===== src/verilog/axi_sub_pkg.sv =====
package axi_sub_pkg;

    // bus geometry
    localparam int addr_w = 8;
    localparam int data_w = 32;
    // length field holds beats minus one
    localparam int len_w = 4;
    localparam int mem_words = 256;

    // checker stall limit, cycles without a beat
    localparam int timeout_cycles = 64;
    // one extra bit so the stall counter can sit at the limit
    localparam int stall_w = $clog2(timeout_cycles) + 1;

    // phase reported with a checker error
    typedef enum logic [2:0] {
        ph_idle       = 3'd0,
        ph_cmd_wait   = 3'd1,
        ph_data       = 3'd2,
        ph_resp       = 3'd3,
        ph_beat_count = 3'd4
    } err_phase_t;

endpackage


===== src/verilog/axi_bus_if.sv =====
`timescale 1ns/1ps
interface axi_bus_if import axi_sub_pkg::*; ();

    // write address
    logic              awvalid;
    logic              awready;
    logic [addr_w-1:0] awaddr;
    logic [len_w-1:0]  awlen;
    // write data
    logic              wvalid;
    logic              wready;
    logic [data_w-1:0] wdata;
    logic              wlast;
    // write response
    logic              bvalid;
    logic              bready;
    // read address
    logic              arvalid;
    logic              arready;
    logic [addr_w-1:0] araddr;
    logic [len_w-1:0]  arlen;
    // read data
    logic              rvalid;
    logic              rready;
    logic [data_w-1:0] rdata;
    logic              rlast;

    modport master (
        output awvalid, awaddr, awlen, wvalid, wdata, wlast, bready,
        output arvalid, araddr, arlen, rready,
        input  awready, wready, bvalid, arready, rvalid, rdata, rlast
    );

    modport slave (
        input  awvalid, awaddr, awlen, wvalid, wdata, wlast, bready,
        input  arvalid, araddr, arlen, rready,
        output awready, wready, bvalid, arready, rvalid, rdata, rlast
    );

    modport monitor (
        input awvalid, awready, awaddr, awlen, wvalid, wready, wdata, wlast,
        input bvalid, bready, arvalid, arready, araddr, arlen,
        input rvalid, rready, rdata, rlast
    );

endinterface


===== src/verilog/axi_arbiter.sv =====
`timescale 1ns/1ps
module axi_arbiter (
    input  logic      inf,
    input  logic      arst_n,
    axi_bus_if.slave  m0,
    axi_bus_if.slave  m1,
    axi_bus_if.master s
);

    logic busy;
    logic owner;
    logic req0;
    logic req1;
    logic txn_end;
    logic next_owner;
    logic g0;
    logic g1;

    assign req0 = m0.awvalid || m0.arvalid;
    assign req1 = m1.awvalid || m1.arvalid;

    // a transaction ends on b, or on the last r beat
    assign txn_end = (s.bvalid && s.bready) || (s.rvalid && s.rready && s.rlast);

    // owner doubles as the round-robin pointer, the other master goes first
    assign next_owner = owner ? !req0 : req1;

    always_ff @(posedge inf or negedge arst_n) begin
        if (!arst_n) begin
            busy  <= 1'b0;
            owner <= 1'b0;
        end else if (!busy || txn_end) begin
            // the finishing owner has no request left, so a pending peer wins
            busy <= req0 || req1;
            if (req0 || req1) begin
                owner <= next_owner;
            end
        end
    end

    assign g0 = busy && !owner;
    assign g1 = busy && owner;

    // owner side onto the slave bus
    assign s.awvalid = (g0 && m0.awvalid) || (g1 && m1.awvalid);
    assign s.awaddr  = owner ? m1.awaddr : m0.awaddr;
    assign s.awlen   = owner ? m1.awlen : m0.awlen;
    assign s.wvalid  = (g0 && m0.wvalid) || (g1 && m1.wvalid);
    assign s.wdata   = owner ? m1.wdata : m0.wdata;
    assign s.wlast   = owner ? m1.wlast : m0.wlast;
    assign s.bready  = (g0 && m0.bready) || (g1 && m1.bready);
    assign s.arvalid = (g0 && m0.arvalid) || (g1 && m1.arvalid);
    assign s.araddr  = owner ? m1.araddr : m0.araddr;
    assign s.arlen   = owner ? m1.arlen : m0.arlen;
    assign s.rready  = (g0 && m0.rready) || (g1 && m1.rready);

    // slave responses go back to the owner only
    assign m0.awready = g0 && s.awready;
    assign m0.wready  = g0 && s.wready;
    assign m0.bvalid  = g0 && s.bvalid;
    assign m0.arready = g0 && s.arready;
    assign m0.rvalid  = g0 && s.rvalid;
    assign m0.rdata   = s.rdata;
    assign m0.rlast   = s.rlast;

    assign m1.awready = g1 && s.awready;
    assign m1.wready  = g1 && s.wready;
    assign m1.bvalid  = g1 && s.bvalid;
    assign m1.arready = g1 && s.arready;
    assign m1.rvalid  = g1 && s.rvalid;
    assign m1.rdata   = s.rdata;
    assign m1.rlast   = s.rlast;

endmodule


===== src/flat_wrapper.sv =====
// flat-port wrapper written by rule: the top's interface ports become plain ports
module axi_arbiter_flat 
  (inf, arst_n, m0_awvalid, m0_awaddr, m0_awlen, m0_wvalid, m0_wdata, m0_wlast, m0_bready, m0_arvalid, m0_araddr, m0_arlen, m0_rready, m0_awready, m0_wready, m0_bvalid, m0_arready, m0_rvalid, m0_rdata, m0_rlast, m1_awvalid, m1_awaddr, m1_awlen, m1_wvalid, m1_wdata, m1_wlast, m1_bready, m1_arvalid, m1_araddr, m1_arlen, m1_rready, m1_awready, m1_wready, m1_bvalid, m1_arready, m1_rvalid, m1_rdata, m1_rlast, s_awvalid, s_awaddr, s_awlen, s_wvalid, s_wdata, s_wlast, s_bready, s_arvalid, s_araddr, s_arlen, s_rready, s_awready, s_wready, s_bvalid, s_arready, s_rvalid, s_rdata, s_rlast);
  axi_bus_if m0_i ();
  axi_bus_if m1_i ();
  axi_bus_if s_i ();
  input  logic inf;
  input  logic arst_n;
  input wire logic [$bits(m0_i.awvalid)-1:0] m0_awvalid;
  input wire logic [$bits(m0_i.awaddr)-1:0] m0_awaddr;
  input wire logic [$bits(m0_i.awlen)-1:0] m0_awlen;
  input wire logic [$bits(m0_i.wvalid)-1:0] m0_wvalid;
  input wire logic [$bits(m0_i.wdata)-1:0] m0_wdata;
  input wire logic [$bits(m0_i.wlast)-1:0] m0_wlast;
  input wire logic [$bits(m0_i.bready)-1:0] m0_bready;
  input wire logic [$bits(m0_i.arvalid)-1:0] m0_arvalid;
  input wire logic [$bits(m0_i.araddr)-1:0] m0_araddr;
  input wire logic [$bits(m0_i.arlen)-1:0] m0_arlen;
  input wire logic [$bits(m0_i.rready)-1:0] m0_rready;
  output wire logic [$bits(m0_i.awready)-1:0] m0_awready;
  output wire logic [$bits(m0_i.wready)-1:0] m0_wready;
  output wire logic [$bits(m0_i.bvalid)-1:0] m0_bvalid;
  output wire logic [$bits(m0_i.arready)-1:0] m0_arready;
  output wire logic [$bits(m0_i.rvalid)-1:0] m0_rvalid;
  output wire logic [$bits(m0_i.rdata)-1:0] m0_rdata;
  output wire logic [$bits(m0_i.rlast)-1:0] m0_rlast;
  input wire logic [$bits(m1_i.awvalid)-1:0] m1_awvalid;
  input wire logic [$bits(m1_i.awaddr)-1:0] m1_awaddr;
  input wire logic [$bits(m1_i.awlen)-1:0] m1_awlen;
  input wire logic [$bits(m1_i.wvalid)-1:0] m1_wvalid;
  input wire logic [$bits(m1_i.wdata)-1:0] m1_wdata;
  input wire logic [$bits(m1_i.wlast)-1:0] m1_wlast;
  input wire logic [$bits(m1_i.bready)-1:0] m1_bready;
  input wire logic [$bits(m1_i.arvalid)-1:0] m1_arvalid;
  input wire logic [$bits(m1_i.araddr)-1:0] m1_araddr;
  input wire logic [$bits(m1_i.arlen)-1:0] m1_arlen;
  input wire logic [$bits(m1_i.rready)-1:0] m1_rready;
  output wire logic [$bits(m1_i.awready)-1:0] m1_awready;
  output wire logic [$bits(m1_i.wready)-1:0] m1_wready;
  output wire logic [$bits(m1_i.bvalid)-1:0] m1_bvalid;
  output wire logic [$bits(m1_i.arready)-1:0] m1_arready;
  output wire logic [$bits(m1_i.rvalid)-1:0] m1_rvalid;
  output wire logic [$bits(m1_i.rdata)-1:0] m1_rdata;
  output wire logic [$bits(m1_i.rlast)-1:0] m1_rlast;
  output wire logic [$bits(s_i.awvalid)-1:0] s_awvalid;
  output wire logic [$bits(s_i.awaddr)-1:0] s_awaddr;
  output wire logic [$bits(s_i.awlen)-1:0] s_awlen;
  output wire logic [$bits(s_i.wvalid)-1:0] s_wvalid;
  output wire logic [$bits(s_i.wdata)-1:0] s_wdata;
  output wire logic [$bits(s_i.wlast)-1:0] s_wlast;
  output wire logic [$bits(s_i.bready)-1:0] s_bready;
  output wire logic [$bits(s_i.arvalid)-1:0] s_arvalid;
  output wire logic [$bits(s_i.araddr)-1:0] s_araddr;
  output wire logic [$bits(s_i.arlen)-1:0] s_arlen;
  output wire logic [$bits(s_i.rready)-1:0] s_rready;
  input wire logic [$bits(s_i.awready)-1:0] s_awready;
  input wire logic [$bits(s_i.wready)-1:0] s_wready;
  input wire logic [$bits(s_i.bvalid)-1:0] s_bvalid;
  input wire logic [$bits(s_i.arready)-1:0] s_arready;
  input wire logic [$bits(s_i.rvalid)-1:0] s_rvalid;
  input wire logic [$bits(s_i.rdata)-1:0] s_rdata;
  input wire logic [$bits(s_i.rlast)-1:0] s_rlast;
  assign m0_i.awvalid = m0_awvalid;
  assign m0_i.awaddr = m0_awaddr;
  assign m0_i.awlen = m0_awlen;
  assign m0_i.wvalid = m0_wvalid;
  assign m0_i.wdata = m0_wdata;
  assign m0_i.wlast = m0_wlast;
  assign m0_i.bready = m0_bready;
  assign m0_i.arvalid = m0_arvalid;
  assign m0_i.araddr = m0_araddr;
  assign m0_i.arlen = m0_arlen;
  assign m0_i.rready = m0_rready;
  assign m0_awready = m0_i.awready;
  assign m0_wready = m0_i.wready;
  assign m0_bvalid = m0_i.bvalid;
  assign m0_arready = m0_i.arready;
  assign m0_rvalid = m0_i.rvalid;
  assign m0_rdata = m0_i.rdata;
  assign m0_rlast = m0_i.rlast;
  assign m1_i.awvalid = m1_awvalid;
  assign m1_i.awaddr = m1_awaddr;
  assign m1_i.awlen = m1_awlen;
  assign m1_i.wvalid = m1_wvalid;
  assign m1_i.wdata = m1_wdata;
  assign m1_i.wlast = m1_wlast;
  assign m1_i.bready = m1_bready;
  assign m1_i.arvalid = m1_arvalid;
  assign m1_i.araddr = m1_araddr;
  assign m1_i.arlen = m1_arlen;
  assign m1_i.rready = m1_rready;
  assign m1_awready = m1_i.awready;
  assign m1_wready = m1_i.wready;
  assign m1_bvalid = m1_i.bvalid;
  assign m1_arready = m1_i.arready;
  assign m1_rvalid = m1_i.rvalid;
  assign m1_rdata = m1_i.rdata;
  assign m1_rlast = m1_i.rlast;
  assign s_awvalid = s_i.awvalid;
  assign s_awaddr = s_i.awaddr;
  assign s_awlen = s_i.awlen;
  assign s_wvalid = s_i.wvalid;
  assign s_wdata = s_i.wdata;
  assign s_wlast = s_i.wlast;
  assign s_bready = s_i.bready;
  assign s_arvalid = s_i.arvalid;
  assign s_araddr = s_i.araddr;
  assign s_arlen = s_i.arlen;
  assign s_rready = s_i.rready;
  assign s_i.awready = s_awready;
  assign s_i.wready = s_wready;
  assign s_i.bvalid = s_bvalid;
  assign s_i.arready = s_arready;
  assign s_i.rvalid = s_rvalid;
  assign s_i.rdata = s_rdata;
  assign s_i.rlast = s_rlast;
  axi_arbiter u_core (.inf(inf), .arst_n(arst_n), .m0(m0_i), .m1(m1_i), .s(s_i));
endmodule

===== config.mk =====
export PLATFORM = sky130hd
export DESIGN_NAME = axi_arbiter_flat
export DESIGN_NICKNAME = d
export VERILOG_FILES = /design/src/verilog/axi_sub_pkg.sv /design/src/verilog/axi_bus_if.sv /design/src/verilog/axi_arbiter.sv /design/src/flat_wrapper.sv
export SDC_FILE = /design/constraint.sdc
export NUM_CORES = 1
export LEC_CHECK = 0
export BUFFER_PORTS_ARGS = -buffer_cell sky130_fd_sc_hd__buf_2
export CORE_AREA = 2 2 116 118
export DETAILED_ROUTE_END_ITERATION = 6
export DIE_AREA = 0 0 118 120
export GPL_TIMING_DRIVEN = 0
export PLACE_DENSITY_LB_ADDON = 0.15
export SLEW_MARGIN = 20
export SYNTH_ARGS = -nofsm -noshare
export SYNTH_HDL_FRONTEND = slang
export SYNTH_SLANG_ARGS = --single-unit

===== constraint.sdc =====
create_clock -name inf -period 1.6 [get_ports inf]
set_input_delay 0.24 -clock inf [delete_from_list [all_inputs] [get_ports inf]]
set_output_delay 0.24 -clock inf [all_outputs]
set_load 0.03 [all_outputs]

==> results.toml <==
[routing]
routed_wirelength_um = 7150
drtIter0Drc = 13
drt_first_pass_iters = 4
vias = 2172
vias_per_cell = 3.51
drt-wirelength-per-cell_um = 11.5
ant_nets = 0
drcViolationCount = 0

[die]
core_sq_um = 13000
ios = 302
die_area_sq_um = 14200
die_w_um = 118
start_util_pct = 11.4
die_y_um = 120
num_rows = 42

[cells_and_area]
drive_above_1_share_pct = 94.6
antenna_cells_inserted = 0
multi_input_area_sq_um = 896
fillCellCount = 1426
final_nets = 609
synthToLayoutAreaGrowth_pct = 144
seq_area_sq_um = 50.0

[timing]
rsz0062_at_grt = "true"
max_freq_mhz = 589
fin_setup_tns_ns = -4.09
hold_viol = 0
final.setup.worst_slack_ns = -0.0988
drv_slew = 0
period_needed_ns = 1.70
slew_headroom_pct = 80.0
finalCritPeriodShare_pct = 106
worst_pin_slew_ns = 0.291
setup_viol = 71
finClkSkew_ns = 0.000199

[pwr]
power.ir.vdd_worst_mv = 0.384
total_power_mw = 4.79
p_per_area_nw_per_um2 = 1330
p_leak_nw = 1.99

[logic_synthesis]
synth_area_per_cell_sq_um = 9.04
ys_types = 18
synth_warnings = 0
synth_area_leaders = "mux2_2 (44%), buf_4 (34%), buf_6 (3.8%), dfrtp_1 (3.4%), mux2i_1 (3.4%)"
syn-cell-area_sq_um = 1470
syn_nets = 327
synth.top_cell.area_share_pct = 43.5
yosysTopAreaCell = "mux2_2"
synth_cells = 163
ys_seq_area_share_pct = 3.40
synth-seq-cells = 2

[grt]
grt_pass1_vias = 2147
antenna_found_initial = 0
gr-total-overflow = 0
grtUsageTotal_pct = 8.51
grt_max_degree = 11
grt_pass1_wl_um = 9890

[min_path]
min-delay-path-class = "in2reg"

[clock_tree]
cts_buffer_depth = 2
clkTransAtPathRegs_ns = 0.03
cts_buffers = 3
cts.sinks = 2
clockRootBuffer = "clkbuf_16"
tritoncts = "yes"
clk_latency_ns = 0.22
htreeDepth = 1

[critical_path]
path_class = "reg2out"
cp_data_required_time_ns = 1.36
worstSetupEndpointType = "output port"
critPathArrivalTime_ns = 1.46
startpoint_type = "register"
path_max_fanout = 10

[placed_design]
place.gp.congestion = 0.734
numPortBuffers = 269
dpl.hpwl_um = 6140

[run]
drv.max_cap_violation_count = 0

[outcome]
status = "complete, but fails checks"
violations = "setup timing"
==> routing by layer <==
layer  GRT usage [%]  share of wire [%]  vias up
li1                -                  -     1049
met1            8.51                 34      977
met2            18.0                 57      140
met3            1.62                7.9        6
met4            1.66               0.80        0
met5               0                  0        -
==> power breakdown <==
part | internal (mW) | leakage, nW | switching [mW]
sequential | 0.0635 | 0.0205 | 0.00613
clock | 0.318 | 0.0370 | 0.0568
combinational | 2.11 | 1.94 | 2.23
total | 2.50 | 1.99 | 2.29
==> cells in the mapped netlist, drive strengths merged <==
library cell  count
nor4              1
o221ai            1
dfrtp             2
mux2             57
and2b             2
nor2b             4
inv               1
and3              5
mux2i             6
buf              74
nand2             2
and2              5
clkbuf            1
o21ai             1
o21a              1
==> state kept, by name (all words and copies together), names as in the netlist <==
name / flops
u_core.busy: 1
u_core.owner: 1
==> per-stage QoR <==
stage	instance area (sq um)	cells	util, %	worst slack, ns	hold WS (ns)
2_1_floorplan	1470	163	-	0.190	-0.0556
3_3_place_gp	3040	608	23.4	-0.00175	0.0270
3_5_place_dp	3040	608	23.4	-0.0156	0.0318
4_1_cts	3400	616	26.2	-0.147	0.261
5_1_grt	3600	619	27.7	-0.148	0.279
6_report	3600	619	27.7	-0.0988	0.265
==> critical path: stages (launching register included) <==
cell,delay [ns]
dfrtp_1,0.33
buf_6,0.14
buf_12,0.14
buf_12,0.14
mux2_2,0.35
buf_6,0.14
==> kinds of logic after synthesis <==
group | synth area share (%)
buffers and inverters | 39.0
AO/OA/AOI/OAI | 1.87
AND/OR/NAND/NOR | 7.89
flip-flops | 3.40
multiplexers | 47.9
==> layout by cell type, fill, tap and decap left out, types with 2 or more instances in the layout <==
cell type	n
buf_2	210
buf_4	85
mux2_2	52
buf_6	45
mux2_4	5
mux2i_1	5
and2_1	5
and3_4	5
clkbuf_16	4
clkbuf_4	4
buf_12	3
nor2b_1	3
buf_8	2
and2b_1	2
nand2_1	2
dfrtp_1	2
==> timing repair <==
item                                    CTS  global route
buffers inserted                          4             3
endpoints found under the setup margin   72            72
hold buffers                              1             0
resized for setup                        80            67
hold endpoints to repair                  2             0
cloned                                    0             1
==> path summary, 6_finish.rpt <==
path	depth (start not counted)	slack, ns	start	end
worst max-delay path	5	-0.1	u_core.owner	s_wdata[17]
worst min-delay path	3	0.26	m1_awvalid	u_core.busy
worst max register to register	5	0.29	u_core.owner	u_core.owner
worst min register to register	2	0.64	u_core.busy	u_core.busy
max in group asynchronous	2	1.17	arst_n	u_core.owner
min in group asynchronous	2	0.34	arst_n	u_core.busy
==> final cells by class <==
class,instances,share of cell area [%]
buffer,74,16.9
clock buffer,3,2.08
inverter,1,0.104
multi-input combinational,85,24.9
sequential,2,1.39
tap,176,6.12
timing repair buffer,278,48.5
No activity file was read; power rests on OpenSTA's default activity.
