$ cat config.mk
export PLATFORM = sky130hd
export DESIGN_NAME = burst_master_flat
export DESIGN_NICKNAME = d
export VERILOG_FILES = /design/src/verilog/axi_sub_pkg.sv /design/src/verilog/axi_bus_if.sv /design/src/verilog/burst_master.sv /design/src/flat_wrapper.sv
export SDC_FILE = /design/constraint.sdc
export NUM_CORES = 1
export LEC_CHECK = 0
export ABC_CLOCK_PERIOD_IN_PS = 1700
export BUFFER_PORTS_ARGS = -buffer_cell sky130_fd_sc_hd__buf_4
export CORE_MARGIN = 4
export CORE_UTILIZATION = 25
export CTS_CLUSTER_SIZE = 14
export DETAILED_ROUTE_END_ITERATION = 10
export PLACE_DENSITY_LB_ADDON = 0.2
export SETUP_SLACK_MARGIN = 0.15
export SKIP_CTS_REPAIR_TIMING = 1
export SLEW_MARGIN = 15
export SYNTH_ARGS = -nofsm -noshare
export SYNTH_HDL_FRONTEND = slang
export SYNTH_SLANG_ARGS = --single-unit
$ cat constraint.sdc
create_clock -name inf -period 1.7 [get_ports inf]
set_input_delay 0.085 -clock inf [delete_from_list [all_inputs] [get_ports inf]]
set_output_delay 0.085 -clock inf [all_outputs]
set_load 0.05 [all_outputs]
$ cat src/verilog/axi_sub_pkg.sv
package axi_sub_pkg;

    // bus geometry
    localparam int addr_w = 8;
    localparam int data_w = 32;
    // length field holds beats minus one
    localparam int len_w = 4;
    localparam int mem_words = 256;

    // checker stall limit, cycles without a beat
    localparam int timeout_cycles = 64;
    // one extra bit so the stall counter can sit at the limit
    localparam int stall_w = $clog2(timeout_cycles) + 1;

    // phase reported with a checker error
    typedef enum logic [2:0] {
        ph_idle       = 3'd0,
        ph_cmd_wait   = 3'd1,
        ph_data       = 3'd2,
        ph_resp       = 3'd3,
        ph_beat_count = 3'd4
    } err_phase_t;

endpackage

$ cat src/verilog/axi_bus_if.sv
`timescale 1ns/1ps
interface axi_bus_if import axi_sub_pkg::*; ();

    // write address
    logic              awvalid;
    logic              awready;
    logic [addr_w-1:0] awaddr;
    logic [len_w-1:0]  awlen;
    // write data
    logic              wvalid;
    logic              wready;
    logic [data_w-1:0] wdata;
    logic              wlast;
    // write response
    logic              bvalid;
    logic              bready;
    // read address
    logic              arvalid;
    logic              arready;
    logic [addr_w-1:0] araddr;
    logic [len_w-1:0]  arlen;
    // read data
    logic              rvalid;
    logic              rready;
    logic [data_w-1:0] rdata;
    logic              rlast;

    modport master (
        output awvalid, awaddr, awlen, wvalid, wdata, wlast, bready,
        output arvalid, araddr, arlen, rready,
        input  awready, wready, bvalid, arready, rvalid, rdata, rlast
    );

    modport slave (
        input  awvalid, awaddr, awlen, wvalid, wdata, wlast, bready,
        input  arvalid, araddr, arlen, rready,
        output awready, wready, bvalid, arready, rvalid, rdata, rlast
    );

    modport monitor (
        input awvalid, awready, awaddr, awlen, wvalid, wready, wdata, wlast,
        input bvalid, bready, arvalid, arready, araddr, arlen,
        input rvalid, rready, rdata, rlast
    );

endinterface

$ cat src/verilog/burst_master.sv
`timescale 1ns/1ps
module burst_master import axi_sub_pkg::*; (
    input  logic              inf,
    input  logic              arst_n,
    input  logic              cmd_valid,
    output logic              cmd_ready,
    input  logic              cmd_write,
    input  logic [addr_w-1:0] cmd_addr,
    input  logic [len_w-1:0]  cmd_len,
    input  logic              wdata_valid,
    output logic              wdata_ready,
    input  logic [data_w-1:0] wdata,
    output logic              wdone,
    output logic              rdata_valid,
    input  logic              rdata_ready,
    output logic [data_w-1:0] rdata,
    output logic              rdata_last,
    axi_bus_if.master         bus
);

    typedef enum logic [2:0] {
        st_idle,
        st_aw,
        st_w,
        st_b,
        st_ar,
        st_r
    } state_t;

    state_t            state;
    logic [addr_w-1:0] addr_q;
    logic [len_w-1:0]  len_q;
    logic [len_w-1:0]  beat_q;

    // one transaction at a time
    assign cmd_ready = (state == st_idle);

    assign bus.awvalid = (state == st_aw);
    assign bus.awaddr  = addr_q;
    assign bus.awlen   = len_q;
    assign bus.arvalid = (state == st_ar);
    assign bus.araddr  = addr_q;
    assign bus.arlen   = len_q;

    // requester write stream goes straight onto w
    assign bus.wvalid  = (state == st_w) && wdata_valid;
    assign bus.wdata   = wdata;
    assign bus.wlast   = (beat_q == len_q);
    assign wdata_ready = (state == st_w) && bus.wready;

    // b handshake becomes the done pulse
    assign bus.bready = (state == st_b);
    assign wdone      = (state == st_b) && bus.bvalid;

    assign rdata_valid = (state == st_r) && bus.rvalid;
    assign rdata       = bus.rdata;
    assign rdata_last  = bus.rlast;
    assign bus.rready  = (state == st_r) && rdata_ready;

    always_ff @(posedge inf) begin
        if (cmd_valid && cmd_ready) begin
            addr_q <= cmd_addr;
            len_q  <= cmd_len;
        end
    end

    always_ff @(posedge inf or negedge arst_n) begin
        if (!arst_n) begin
            state  <= st_idle;
            beat_q <= '0;
        end else begin
            case (state)
                st_idle: begin
                    beat_q <= '0;
                    if (cmd_valid) begin
                        state <= cmd_write ? st_aw : st_ar;
                    end
                end
                st_aw: begin
                    if (bus.awready) begin
                        state <= st_w;
                    end
                end
                st_w: begin
                    if (bus.wvalid && bus.wready) begin
                        beat_q <= beat_q + 1'b1;
                        if (bus.wlast) begin
                            state <= st_b;
                        end
                    end
                end
                st_b: begin
                    if (bus.bvalid) begin
                        state <= st_idle;
                    end
                end
                st_ar: begin
                    if (bus.arready) begin
                        state <= st_r;
                    end
                end
                st_r: begin
                    if (bus.rvalid && bus.rready && bus.rlast) begin
                        state <= st_idle;
                    end
                end
                default: state <= st_idle;
            endcase
        end
    end

endmodule
$ cat src/flat_wrapper.sv
// flat-port wrapper written by rule: the top's interface ports become plain ports
module burst_master_flat import axi_sub_pkg::*;
  (inf, arst_n, cmd_valid, cmd_ready, cmd_write, cmd_addr, cmd_len, wdata_valid, wdata_ready, wdata, wdone, rdata_valid, rdata_ready, rdata, rdata_last, bus_awvalid, bus_awaddr, bus_awlen, bus_wvalid, bus_wdata, bus_wlast, bus_bready, bus_arvalid, bus_araddr, bus_arlen, bus_rready, bus_awready, bus_wready, bus_bvalid, bus_arready, bus_rvalid, bus_rdata, bus_rlast);
  axi_bus_if bus_i ();
  input  logic inf;
  input  logic arst_n;
  input  logic cmd_valid;
  output logic cmd_ready;
  input  logic cmd_write;
  input  logic [addr_w-1:0] cmd_addr;
  input  logic [len_w-1:0] cmd_len;
  input  logic wdata_valid;
  output logic wdata_ready;
  input  logic [data_w-1:0] wdata;
  output logic wdone;
  output logic rdata_valid;
  input  logic rdata_ready;
  output logic [data_w-1:0] rdata;
  output logic rdata_last;
  output wire logic [$bits(bus_i.awvalid)-1:0] bus_awvalid;
  output wire logic [$bits(bus_i.awaddr)-1:0] bus_awaddr;
  output wire logic [$bits(bus_i.awlen)-1:0] bus_awlen;
  output wire logic [$bits(bus_i.wvalid)-1:0] bus_wvalid;
  output wire logic [$bits(bus_i.wdata)-1:0] bus_wdata;
  output wire logic [$bits(bus_i.wlast)-1:0] bus_wlast;
  output wire logic [$bits(bus_i.bready)-1:0] bus_bready;
  output wire logic [$bits(bus_i.arvalid)-1:0] bus_arvalid;
  output wire logic [$bits(bus_i.araddr)-1:0] bus_araddr;
  output wire logic [$bits(bus_i.arlen)-1:0] bus_arlen;
  output wire logic [$bits(bus_i.rready)-1:0] bus_rready;
  input wire logic [$bits(bus_i.awready)-1:0] bus_awready;
  input wire logic [$bits(bus_i.wready)-1:0] bus_wready;
  input wire logic [$bits(bus_i.bvalid)-1:0] bus_bvalid;
  input wire logic [$bits(bus_i.arready)-1:0] bus_arready;
  input wire logic [$bits(bus_i.rvalid)-1:0] bus_rvalid;
  input wire logic [$bits(bus_i.rdata)-1:0] bus_rdata;
  input wire logic [$bits(bus_i.rlast)-1:0] bus_rlast;
  assign bus_awvalid = bus_i.awvalid;
  assign bus_awaddr = bus_i.awaddr;
  assign bus_awlen = bus_i.awlen;
  assign bus_wvalid = bus_i.wvalid;
  assign bus_wdata = bus_i.wdata;
  assign bus_wlast = bus_i.wlast;
  assign bus_bready = bus_i.bready;
  assign bus_arvalid = bus_i.arvalid;
  assign bus_araddr = bus_i.araddr;
  assign bus_arlen = bus_i.arlen;
  assign bus_rready = bus_i.rready;
  assign bus_i.awready = bus_awready;
  assign bus_i.wready = bus_wready;
  assign bus_i.bvalid = bus_bvalid;
  assign bus_i.arready = bus_arready;
  assign bus_i.rvalid = bus_rvalid;
  assign bus_i.rdata = bus_rdata;
  assign bus_i.rlast = bus_rlast;
  burst_master u_core (.inf(inf), .arst_n(arst_n), .cmd_valid(cmd_valid), .cmd_ready(cmd_ready), .cmd_write(cmd_write), .cmd_addr(cmd_addr), .cmd_len(cmd_len), .wdata_valid(wdata_valid), .wdata_ready(wdata_ready), .wdata(wdata), .wdone(wdone), .rdata_valid(rdata_valid), .rdata_ready(rdata_ready), .rdata(rdata), .rdata_last(rdata_last), .bus(bus_i));
endmodule
==> results of run 1 <==
## path summary, 6_finish.rpt
| kind | startpoint | endpoint | slack [ps] | depth (start not counted) |
|---|---|---|---|---|
| max in group asynchronous | arst_n | u_core.beat_q[2] | 1390 | 2 |
| worst min-delay path | cmd_addr[6] | u_core.bus.araddr[6] | 10 | 1 |
| min in group asynchronous | arst_n | u_core.state[2] | 190 | 2 |
| worst min register to register | u_core.beat_q[2] | u_core.beat_q[2] | 580 | 2 |
| worst max-delay path | u_core.bus.arlen[3] | bus_wlast | 230 | 3 |
| worst max register to register | u_core.bus.arlen[3] | u_core.state[0] | 280 | 5 |
## layout by cell type (no fill, tap or decap), types with 2 or more instances in the layout
cell           count
buf_4             64
edfxtp_1          12
dlygate4sd3_1      7
dfrtp_1            7
xor2_1             5
and3_1             5
nor2_1             5
nand2_1            4
nand4_1            3
clkbuf_8           3
nor3b_2            2
nand3_1            2
mux2i_1            2
nor3_1             2
a21oi_1            2
## flip-flops by register name (all words and copies together), names as in the netlist
| register | flops |
|---|---|
| u_core.bus.araddr | 8 |
| u_core.beat_q | 4 |
| u_core.bus.arlen | 4 |
| u_core.state | 3 |
## layer usage
metal	share of wire [%]	global-route usage [%]
met1	39	9.29
met2	41	10.5
met3	20	7.86
met4	0.19	0.288
met5	0	0
## logic make-up after synthesis
family / Yosys count / synth area share, %
AO/OA/AOI/OAI: 7 / 3.54
adder cells (fa/ha/maj): 1 / 0.842
XOR/XNOR: 6 / 3.54
AND/OR/NAND/NOR: 34 / 14.1
multiplexers: 2 / 1.35
flip-flops: 19 / 36.0
buffers and inverters: 83 / 40.7
## stage by stage
step / hold WS [ps] / cells / TNS [ps] / setup slack [ps]
after global routing: 0.384 / 219 / 0 / 132
after floorplan: -211 / 152 / -324 / -324
after detailed placement: -93.3 / 204 / 0 / 272
final: 9.78 / 219 / 0 / 228
after CTS: -371 / 208 / 0 / 97.7
after global placement: -93.4 / 204 / 0 / 309
## layout make-up
class / count / area, sq um
Fill cell: 589 / 4000
Timing Repair Buffer: 72 / 562
Sequential cell: 19 / 536
Multi-Input combinational cell: 50 / 394
Tap cell: 72 / 90.1
Clock buffer: 3 / 41.3
Inverter: 2 / 10.0
Clock inverter: 1 / 5.00
## power groups by stage
stage / clock, mW / combinational [mW] / sequential [mW]
3_5_place_dp: 0 / 1.59 / 0.697
5_1_grt: 0.336 / 1.76 / 0.696
6_report: 0.303 / 1.66 / 0.682
2_1_floorplan: 0 / 1.43 / 0.877
4_1_cts: 0.318 / 1.60 / 0.688
3_3_place_gp: 0 / 1.59 / 0.688
==> metrics.yaml, run 1 <==
yosys:
  syn_area_per_cell_sq_um: 9.78
  ys_seq_area_share_pct: 36.0
  ys_warn_count: 0
  synth-edff-count: 12
  async_flop_share_pct: 36.8
  ys_ff_latch: 19
  ys.flop_type: "edfxtp_1"
  synthTopCellsByArea: "buf_4 39%, edfxtp_1 24%, dfrtp_1 12%"
  synth_top_area_cell: "buf_4"
  synth_top_area_share_pct: 38.9
  synthDistinctLibCells: 32
  synth_top_cells_by_count: "77 x buf_4, 12 x edfxtp_1, 7 x dfrtp_1"
  synth_most_common_cell: "buf_4"
  netlist_area_sq_mm: 0.00149
  syn-num-nets: 241
  syn_inst: 152
power_and_ir_drop:
  power_density_mw_per_mm2: 1620
  ir_drop_v: 0.000685
  switching_share_pct: 49.4
  p_total_mw: 2.65
  leakage_nw: 0.755
  p_int_mw: 1.34
  p_sw_mw: 1.31
  clkPwrFrac_pct: 11.4
  seq_power_share_pct: 25.8
  power_frac_comb_pct: 62.8
setup_path:
  cp_slowest_cell: "edfxtp_1"
  crit_type: "reg2out"
  cpPeakStageDelay_ps: 450
  arrival_ps: 1390
  endpoint_kind: "primary output"
  crit_family: "flip-flops"
  cp.required_ps: 1620
  worstSetupStartpointType: "register"
  path_cells: "xor2_2, nor4_4, buf_6"
  cp.buffers_inverters: 1
  cp_max_fo: 3
place:
  dpl.hpwl_microns: 2560
  place_area_sq_mm: 0.00147
  port_buffers: 58
  gp_congestion: 0.748
sta:
  slew_violations: 0
  hold_violations: 0
  worst_pin_slew_ps: 297
  fin_crit_sh_pct: 86.6
  fmax_mhz: 679
  skew_ps: 0.996
  setup_viol: 0
  slew_headroom_pct: 80.2
  rsz0062_at_grt: "yes"
  min_period_ps: 1470
global_route:
  grt_pass1_vias: 908
  grt_pass1_wl_microns: 4640
  antenna_found_initial: 0
  grt_max_degree: 18
  gr-total-overflow: 0
  grtUsageTotal_pct: 7.83
status:
  status: "complete, no violations"
detailed_routing:
  drc_errors: 0
  ant_nets: 0
  vias: 929
  drtPass1Iterations: 4
  drt_iter0_markers: 18
  wl_per_cell_microns: 14.2
  vias_per_cell: 4.24
  routed_wl_microns: 3100
final_layout:
  areaGrowthSynthToFinish_pct: 10.2
  finish.utilization_pct: 29.0
  antenna_cells: 0
  fin_area_sq_mm: 0.00164
  nets: 237
  drive_gt1_share_pct: 55.1
clock_tree:
  htree_levels: 1
  cts_tree: "done"
  cts_num_sinks: 19
  clock_latency_ps: 250
  clkTransAtPathRegs_ps: 70
  cts_buffers: 3
  root_buffer: "clkbuf_8"
  clock_path_buffers: 2
die:
  floorplan.rows: 27
  ioPinCount: 187
  coreArea_sq_mm: 0.00564
  floorplan.initialDensity_pct: 26.3
  fp.dieW_microns: 85.1
  die_y_microns: 85.1
  die_area_sq_mm: 0.00724
min_path:
  hold_class: "in2reg"
job:
  drv_cap: 0
No activity file was read; power rests on OpenSTA's default activity.
==> run 2: changes to the inputs <==
Settings changed: ABC_AREA from default to 1.
==> run 2 against run 1 <==
Global-route usage rose by 0.53 points. Wire length rose by 6.1%. Non-clock buffer count rose by 4. Via count rose by 14%. Register-to-register slack improved by 50 ps. Cell count rose by 23%. Synthesized cell count rose by 27%. Clock skew rose by 2.2 ps. Sequential share of layout area fell by 2.6 points. Critical path type unchanged. Critical endpoint is now bus_wvalid.
==> metrics.yaml, run 2 <==
detailed_routing:
  drt_iter0_markers: 20  # +2
  ant_nets: 0  # unchanged
  vias_per_cell: 3.91  # -7.9%
  drc_errors: 0  # unchanged
  routed_wl_microns: 3290  # +6.1%
  drtPass1Iterations: 4  # unchanged
  vias: 1055  # +14%
  wl_per_cell_microns: 12.2  # -14%
final_layout:
  final_common_cell: "buf_4"
  fin_area_sq_mm: 0.00179  # +9.0%
  layout_common_cells: "62 x buf_4, 29 x nand2_1, 19 x inv_1"
  areaGrowthSynthToFinish_pct: 13.4
  nets: 285  # +20%
  antenna_cells: 0  # unchanged
  drive_gt1_share_pct: 46.2  # -8.9 points
  largest_reg_flops: 8  # unchanged
setup_path:
  cp.required_ps: 1620  # about the same
  crit_type: "reg2out"
  worstSetupStartpointType: "register"
  cp_max_fo: 10  # +7
  endpoint_kind: "primary output"
  arrival_ps: 1370  # -20 ps
min_path:
  hold_class: "in2reg"
yosys:
  synth_most_common_cell: "buf_4"
  synth_top_area_share_pct: 36.7  # -2.2 points
  async_flop_share_pct: 36.8  # unchanged
  synthTopCellsByArea: "buf_4 37%, edfxtp_1 23%, dfrtp_1 11%"
  ys_warn_count: 0  # unchanged
  syn_area_per_cell_sq_um: 8.16  # -17%
  synth_top_area_cell: "buf_4"
  ys_seq_area_share_pct: 34.0  # -2.0 points
  netlist_area_sq_mm: 0.00157  # +5.9%
  synth_top_cells_by_count: "77 x buf_4, 30 x nand2_1, 22 x inv_1"
  ys_ff_latch: 19  # unchanged
  syn_inst: 193  # +27%
  synthDistinctLibCells: 21  # -34%
  syn-num-nets: 282  # +17%
  ys.flop_type: "edfxtp_1"
  synth-edff-count: 12  # unchanged
clock_tree:
  root_buffer: "clkbuf_8"
  cts_num_sinks: 19  # unchanged
  cts_tree: "done"
  clock_path_buffers: 2  # unchanged
  cts_buffers: 3  # unchanged
  clkTransAtPathRegs_ps: 80  # about the same
  htree_levels: 1  # unchanged
  clock_latency_ps: 260  # about the same
sta:
  slew_headroom_pct: 83.6  # +3.4 points
  fin_setup_tns_ps: 0  # unchanged
  worst_pin_slew_ps: 246  # -50.7 ps
  min_period_ps: 1450  # -20.4 ps
  rsz0062_at_grt: "no"
  whs_ps: 98.4  # +88.6 ps
  skew_ps: 3.18  # +2.19 ps
  hold_violations: 0  # unchanged
  setup_viol: 0  # unchanged
  slew_violations: 0  # unchanged
  fmax_mhz: 689  # +1.4%
  fin_crit_sh_pct: 85.4  # -1.2 points
global_route:
  grtUsageTotal_pct: 8.36  # +0.53 points
  grt_max_degree: 13  # -5
  grt-busiest-layer: "met2"
  grt_pass1_vias: 1007  # +11%
  met3_usage_pct: 2.27  # -5.6 points
  antenna_found_initial: 0  # unchanged
  grtUsageMet2_pct: 13.2  # +2.6 points
  gr-total-overflow: 0  # unchanged
  grt_pass1_wl_microns: 4920  # +6.1%
  grt_use_met1_pct: 9.23  # -0.062 points
die:
  fp.dieW_microns: 87.3  # +2.6%
  die_y_microns: 87.3  # +2.6%
  floorplan.initialDensity_pct: 26.1  # -0.23 points
  ioPinCount: 187  # unchanged
  coreArea_sq_mm: 0.00603  # +6.8%
  die_area_sq_mm: 0.00763  # +5.3%
  floorplan.rows: 28  # +3.7%
place:
  place_area_sq_mm: 0.00155  # +5.3%
  port_buffers: 58  # unchanged
  gp_congestion: 0.772  # +3.3%
  dpl.hpwl_microns: 2630  # +2.6%
job:
  drv_cap: 0  # unchanged
power_and_ir_drop:
  power_density_mw_per_mm2: 1470  # -8.9%
  ir_drop_v: 0.000405  # -41%
  leakage_nw: 0.886  # +17%
status:
  status: "complete, no violations"
==> run 2: critical path, stage by stage (launching register included) <==
cell and delay (ps):
dfrtp_2 510, inv_2 120, nand3_4 130, nor2_2 140
buf_4 210
==> run 2: per-stage QoR <==
step	utilization [%]	setup slack (ps)	instances	total power, mW
floorplan	-	101	193	2.29
CTS	26.5	105	252	2.56
finish	29.6	248	270	2.63
global route	29.6	160	270	2.81
detailed placement	25.6	198	248	2.22
global placement	25.6	229	248	2.23
==> run 2: path summary, 6_finish.rpt <==
path,start,depth (start not counted),slack (ps),end
min reg2reg,u_core.state[0],2,600,u_core.state[0]
max reg2reg,u_core.state[0],6,330,u_core.bus.arlen[1]
max,u_core.state[2],4,250,bus_wvalid
min,bus_wready,3,100,u_core.beat_q[1]
min in group asynchronous,arst_n,2,180,u_core.beat_q[0]
max in group asynchronous,arst_n,2,1380,u_core.state[1]
==> run 2: layer usage <==
metal	vias to the layer above	wire, microns	share of wire [%]
met1	453	1240	38
met2	48	1600	49
met5	-	0	0
li1	524	-	-
met3	30	283	8.6
met4	0	172	5.2
==> run 2: report_power, final <==
| group | internal, mW | total [mW] | leakage (nW) | switching [mW] |
|---|---|---|---|---|
| logic | 0.497 | 1.57 | 0.661 | 1.07 |
| clock network | 0.165 | 0.330 | 0.0217 | 0.165 |
| registers | 0.614 | 0.731 | 0.202 | 0.117 |
| total | 1.28 | 2.63 | 0.886 | 1.35 |
==> run 2: cell type report <==
type                            instances  area, sq um
Inverter                               24         90.1
Clock inverter                          1         7.51
Clock buffer                            3         41.3
Tap cell                               75         93.8
Timing Repair Buffer                   76          616
Fill cell                             663         4240
Multi-Input combinational cell         72          399
Sequential cell                        19          538
==> run 2: logic make-up (layout without fill, tap and decap cells) <==
family          after synthesis  after routing  synth area share, %
buf+inv                     102            104                 43.2
flops                        19             19                 34.0
fa+ha+maj                     1              1                0.795
compound gates                7              7                 2.70
simple gates                 62             62                 18.2
xor+xnor                      2              2                 1.11
==> run 3: changes to the inputs <==
Settings changed: CORE_ASPECT_RATIO from default to 0.7.
==> run 3 against run 2 <==
Fmax down 5.6%. Critical path depth unchanged. Non-clock buffer count down 4. Global-route usage down 0.97 points. First-iteration DRC count down 5.0%. Register-to-register slack about the same. Count of clock-buffer cells in the layout up 1. Critical path type unchanged.
==> metrics.yaml, run 3 (same netlist as run 2, synthesis figures left out) <==
status:
  status: "complete, no violations"
final_layout:
  areaGrowthSynthToFinish_pct: 10.7
  fin_area_sq_mm: 0.00174  # -2.5%
  final_common_cell: "buf_4"
  nets: 281  # -1.4%
  largest_reg_flops: 8  # unchanged
  fillers: 603  # -9.0%
  drive_gt1_share_pct: 44.0  # -2.2 points
  antenna_cells: 0  # unchanged
  finish.utilization_pct: 29.5  # -0.11 points
  layout_common_cells: "58 x buf_4, 29 x nand2_1, 19 x inv_1"
detailed_routing:
  wl_met1_microns: 1300  # +5.3%
  vias_per_cell: 3.92  # +0.35%
  ant_nets: 0  # unchanged
  drt_iter0_markers: 19  # -5.0%
  vias: 1043  # -1.1%
  wl_per_cell_microns: 11.5  # -6.0%
  drtPass1Iterations: 4  # unchanged
  drc_errors: 0  # unchanged
  routed_wl_microns: 3050  # -7.4%
  topRoutingLayerUsed: "met4"
  met2_wirelength_microns: 1360  # -15%
  wl_met3_microns: 367  # +30%
die:
  fp.dieW_microns: 103  # +18%
  coreArea_sq_mm: 0.00590  # -2.1%
  ioPinCount: 187  # unchanged
  die_y_microns: 74.4  # -15%
  floorplan.initialDensity_pct: 26.7  # +0.56 points
  die_area_sq_mm: 0.00765  # +0.27%
  floorplan.rows: 23  # -18%
sta:
  skew_ps: 2.34  # -0.841 ps
  worst_pin_slew_ps: 244  # -1.68 ps
  fin_setup_tns_ps: 0  # unchanged
  fmax_mhz: 650  # -5.6%
  finalWorstSetupSlack_ps: 163  # -85.9 ps
  slew_violations: 0  # unchanged
  hold_violations: 0  # unchanged
  rsz0062_at_grt: "yes"
  setup_viol: 0  # unchanged
  min_period_ps: 1540  # +85.9 ps
  fin_crit_sh_pct: 90.4  # +5.1 points
  slew_headroom_pct: 83.7  # +0.11 points
setup_path:
  cp_max_fo: 10  # unchanged
  cpPeakStageDelay_ps: 500  # about the same
  arrival_ps: 1450  # +80 ps
  worstSetupStartpointType: "register"
  cp.buffers_inverters: 2  # unchanged
  cp_slowest_cell: "dfrtp_2"
  endpoint_kind: "primary output"
  crit_type: "reg2out"
  path_cells: "inv_2, nand3_2, nor2_2, buf_4"
  crit_family: "flip-flops"
  cp.required_ps: 1620  # about the same
place:
  port_buffers: 58  # unchanged
  place_ws_ps: 180  # -18.7 ps
  place_area_sq_mm: 0.00155  # unchanged
  dpl.hpwl_microns: 2380  # -9.3%
  gp_congestion: 0.804  # +4.1%
clock_tree:
  clock_latency_ps: 250  # about the same
  htree_levels: 1  # unchanged
  root_buffer: "clkbuf_8"
  clock_path_buffers: 2  # unchanged
  clkTransAtPathRegs_ps: 70  # about the same
  cts_buffers: 3  # unchanged
  cts_num_sinks: 19  # unchanged
  cts_tree: "done"
global_route:
  antenna_found_initial: 0  # unchanged
  grt_max_degree: 13  # unchanged
  grtUsageTotal_pct: 7.38  # -0.97 points
  gr-total-overflow: 0  # unchanged
  grt_pass1_vias: 962  # -4.5%
  grt_pass1_wl_microns: 4430  # -10%
min_path:
  hold_class: "in2reg"
power_and_ir_drop:
  leakage_nw: 0.866  # -2.2%
  power_density_mw_per_mm2: 1480  # +0.55%
  ir_drop_v: 0.000514  # +27%
job:
  drv_cap: 0  # unchanged
run 3: power by group:
part           switching [mW]  internal [mW]  total, mW  leakage (nW)
logic                    1.06          0.471       1.53         0.641
registers               0.125          0.615      0.739         0.202
clock network           0.149          0.166      0.315        0.0228
total                    1.33           1.25       2.58         0.866
run 3: final timing paths:
path                                      start                  end  slack [ps]  depth (start not counted)
worst max-delay path            u_core.state[2]           bus_wvalid         160                          4
worst min-delay path                 bus_wready     u_core.beat_q[1]         110                          3
worst max register to register  u_core.state[0]  u_core.bus.arlen[1]         320                          6
worst min register to register  u_core.state[1]      u_core.state[1]         590                          2
max in group asynchronous                arst_n      u_core.state[1]        1390                          2
min in group asynchronous                arst_n      u_core.state[2]         180                          2
run 3: per-stage QoR:
| step | hold WS (ps) | instances | power, mW |
|---|---|---|---|
| after floorplan | -211 | 193 | 2.29 |
| after global placement | -87.6 | 248 | 2.24 |
| after detailed placement | -92.8 | 248 | 2.22 |
| after CTS | -375 | 252 | 2.55 |
| after global routing | 102 | 266 | 2.74 |
| final | 113 | 266 | 2.58 |
run 3: layer usage:
layer | up-vias | GRT usage [%]
met5 | - | 0
met4 | 0 | 1.72
met3 | 6 | 4.59
met2 | 66 | 11.0
met1 | 459 | 9.08
li1 | 512 | -
run 3: worst min-delay path, stage by stage:
cell and delay, ps:
buf_4 100, nand3_1 70, o21ai_0 70
run 3: layout make-up:
class,instances,area (sq um),area share [%]
repair buffers,72,586,33.6
flip-flops and latches,19,538,30.9
clock buffers,4,45.0,2.59
well taps,75,93.8,5.39
inverters,24,90.1,5.17
multi-input cells,72,389,22.3
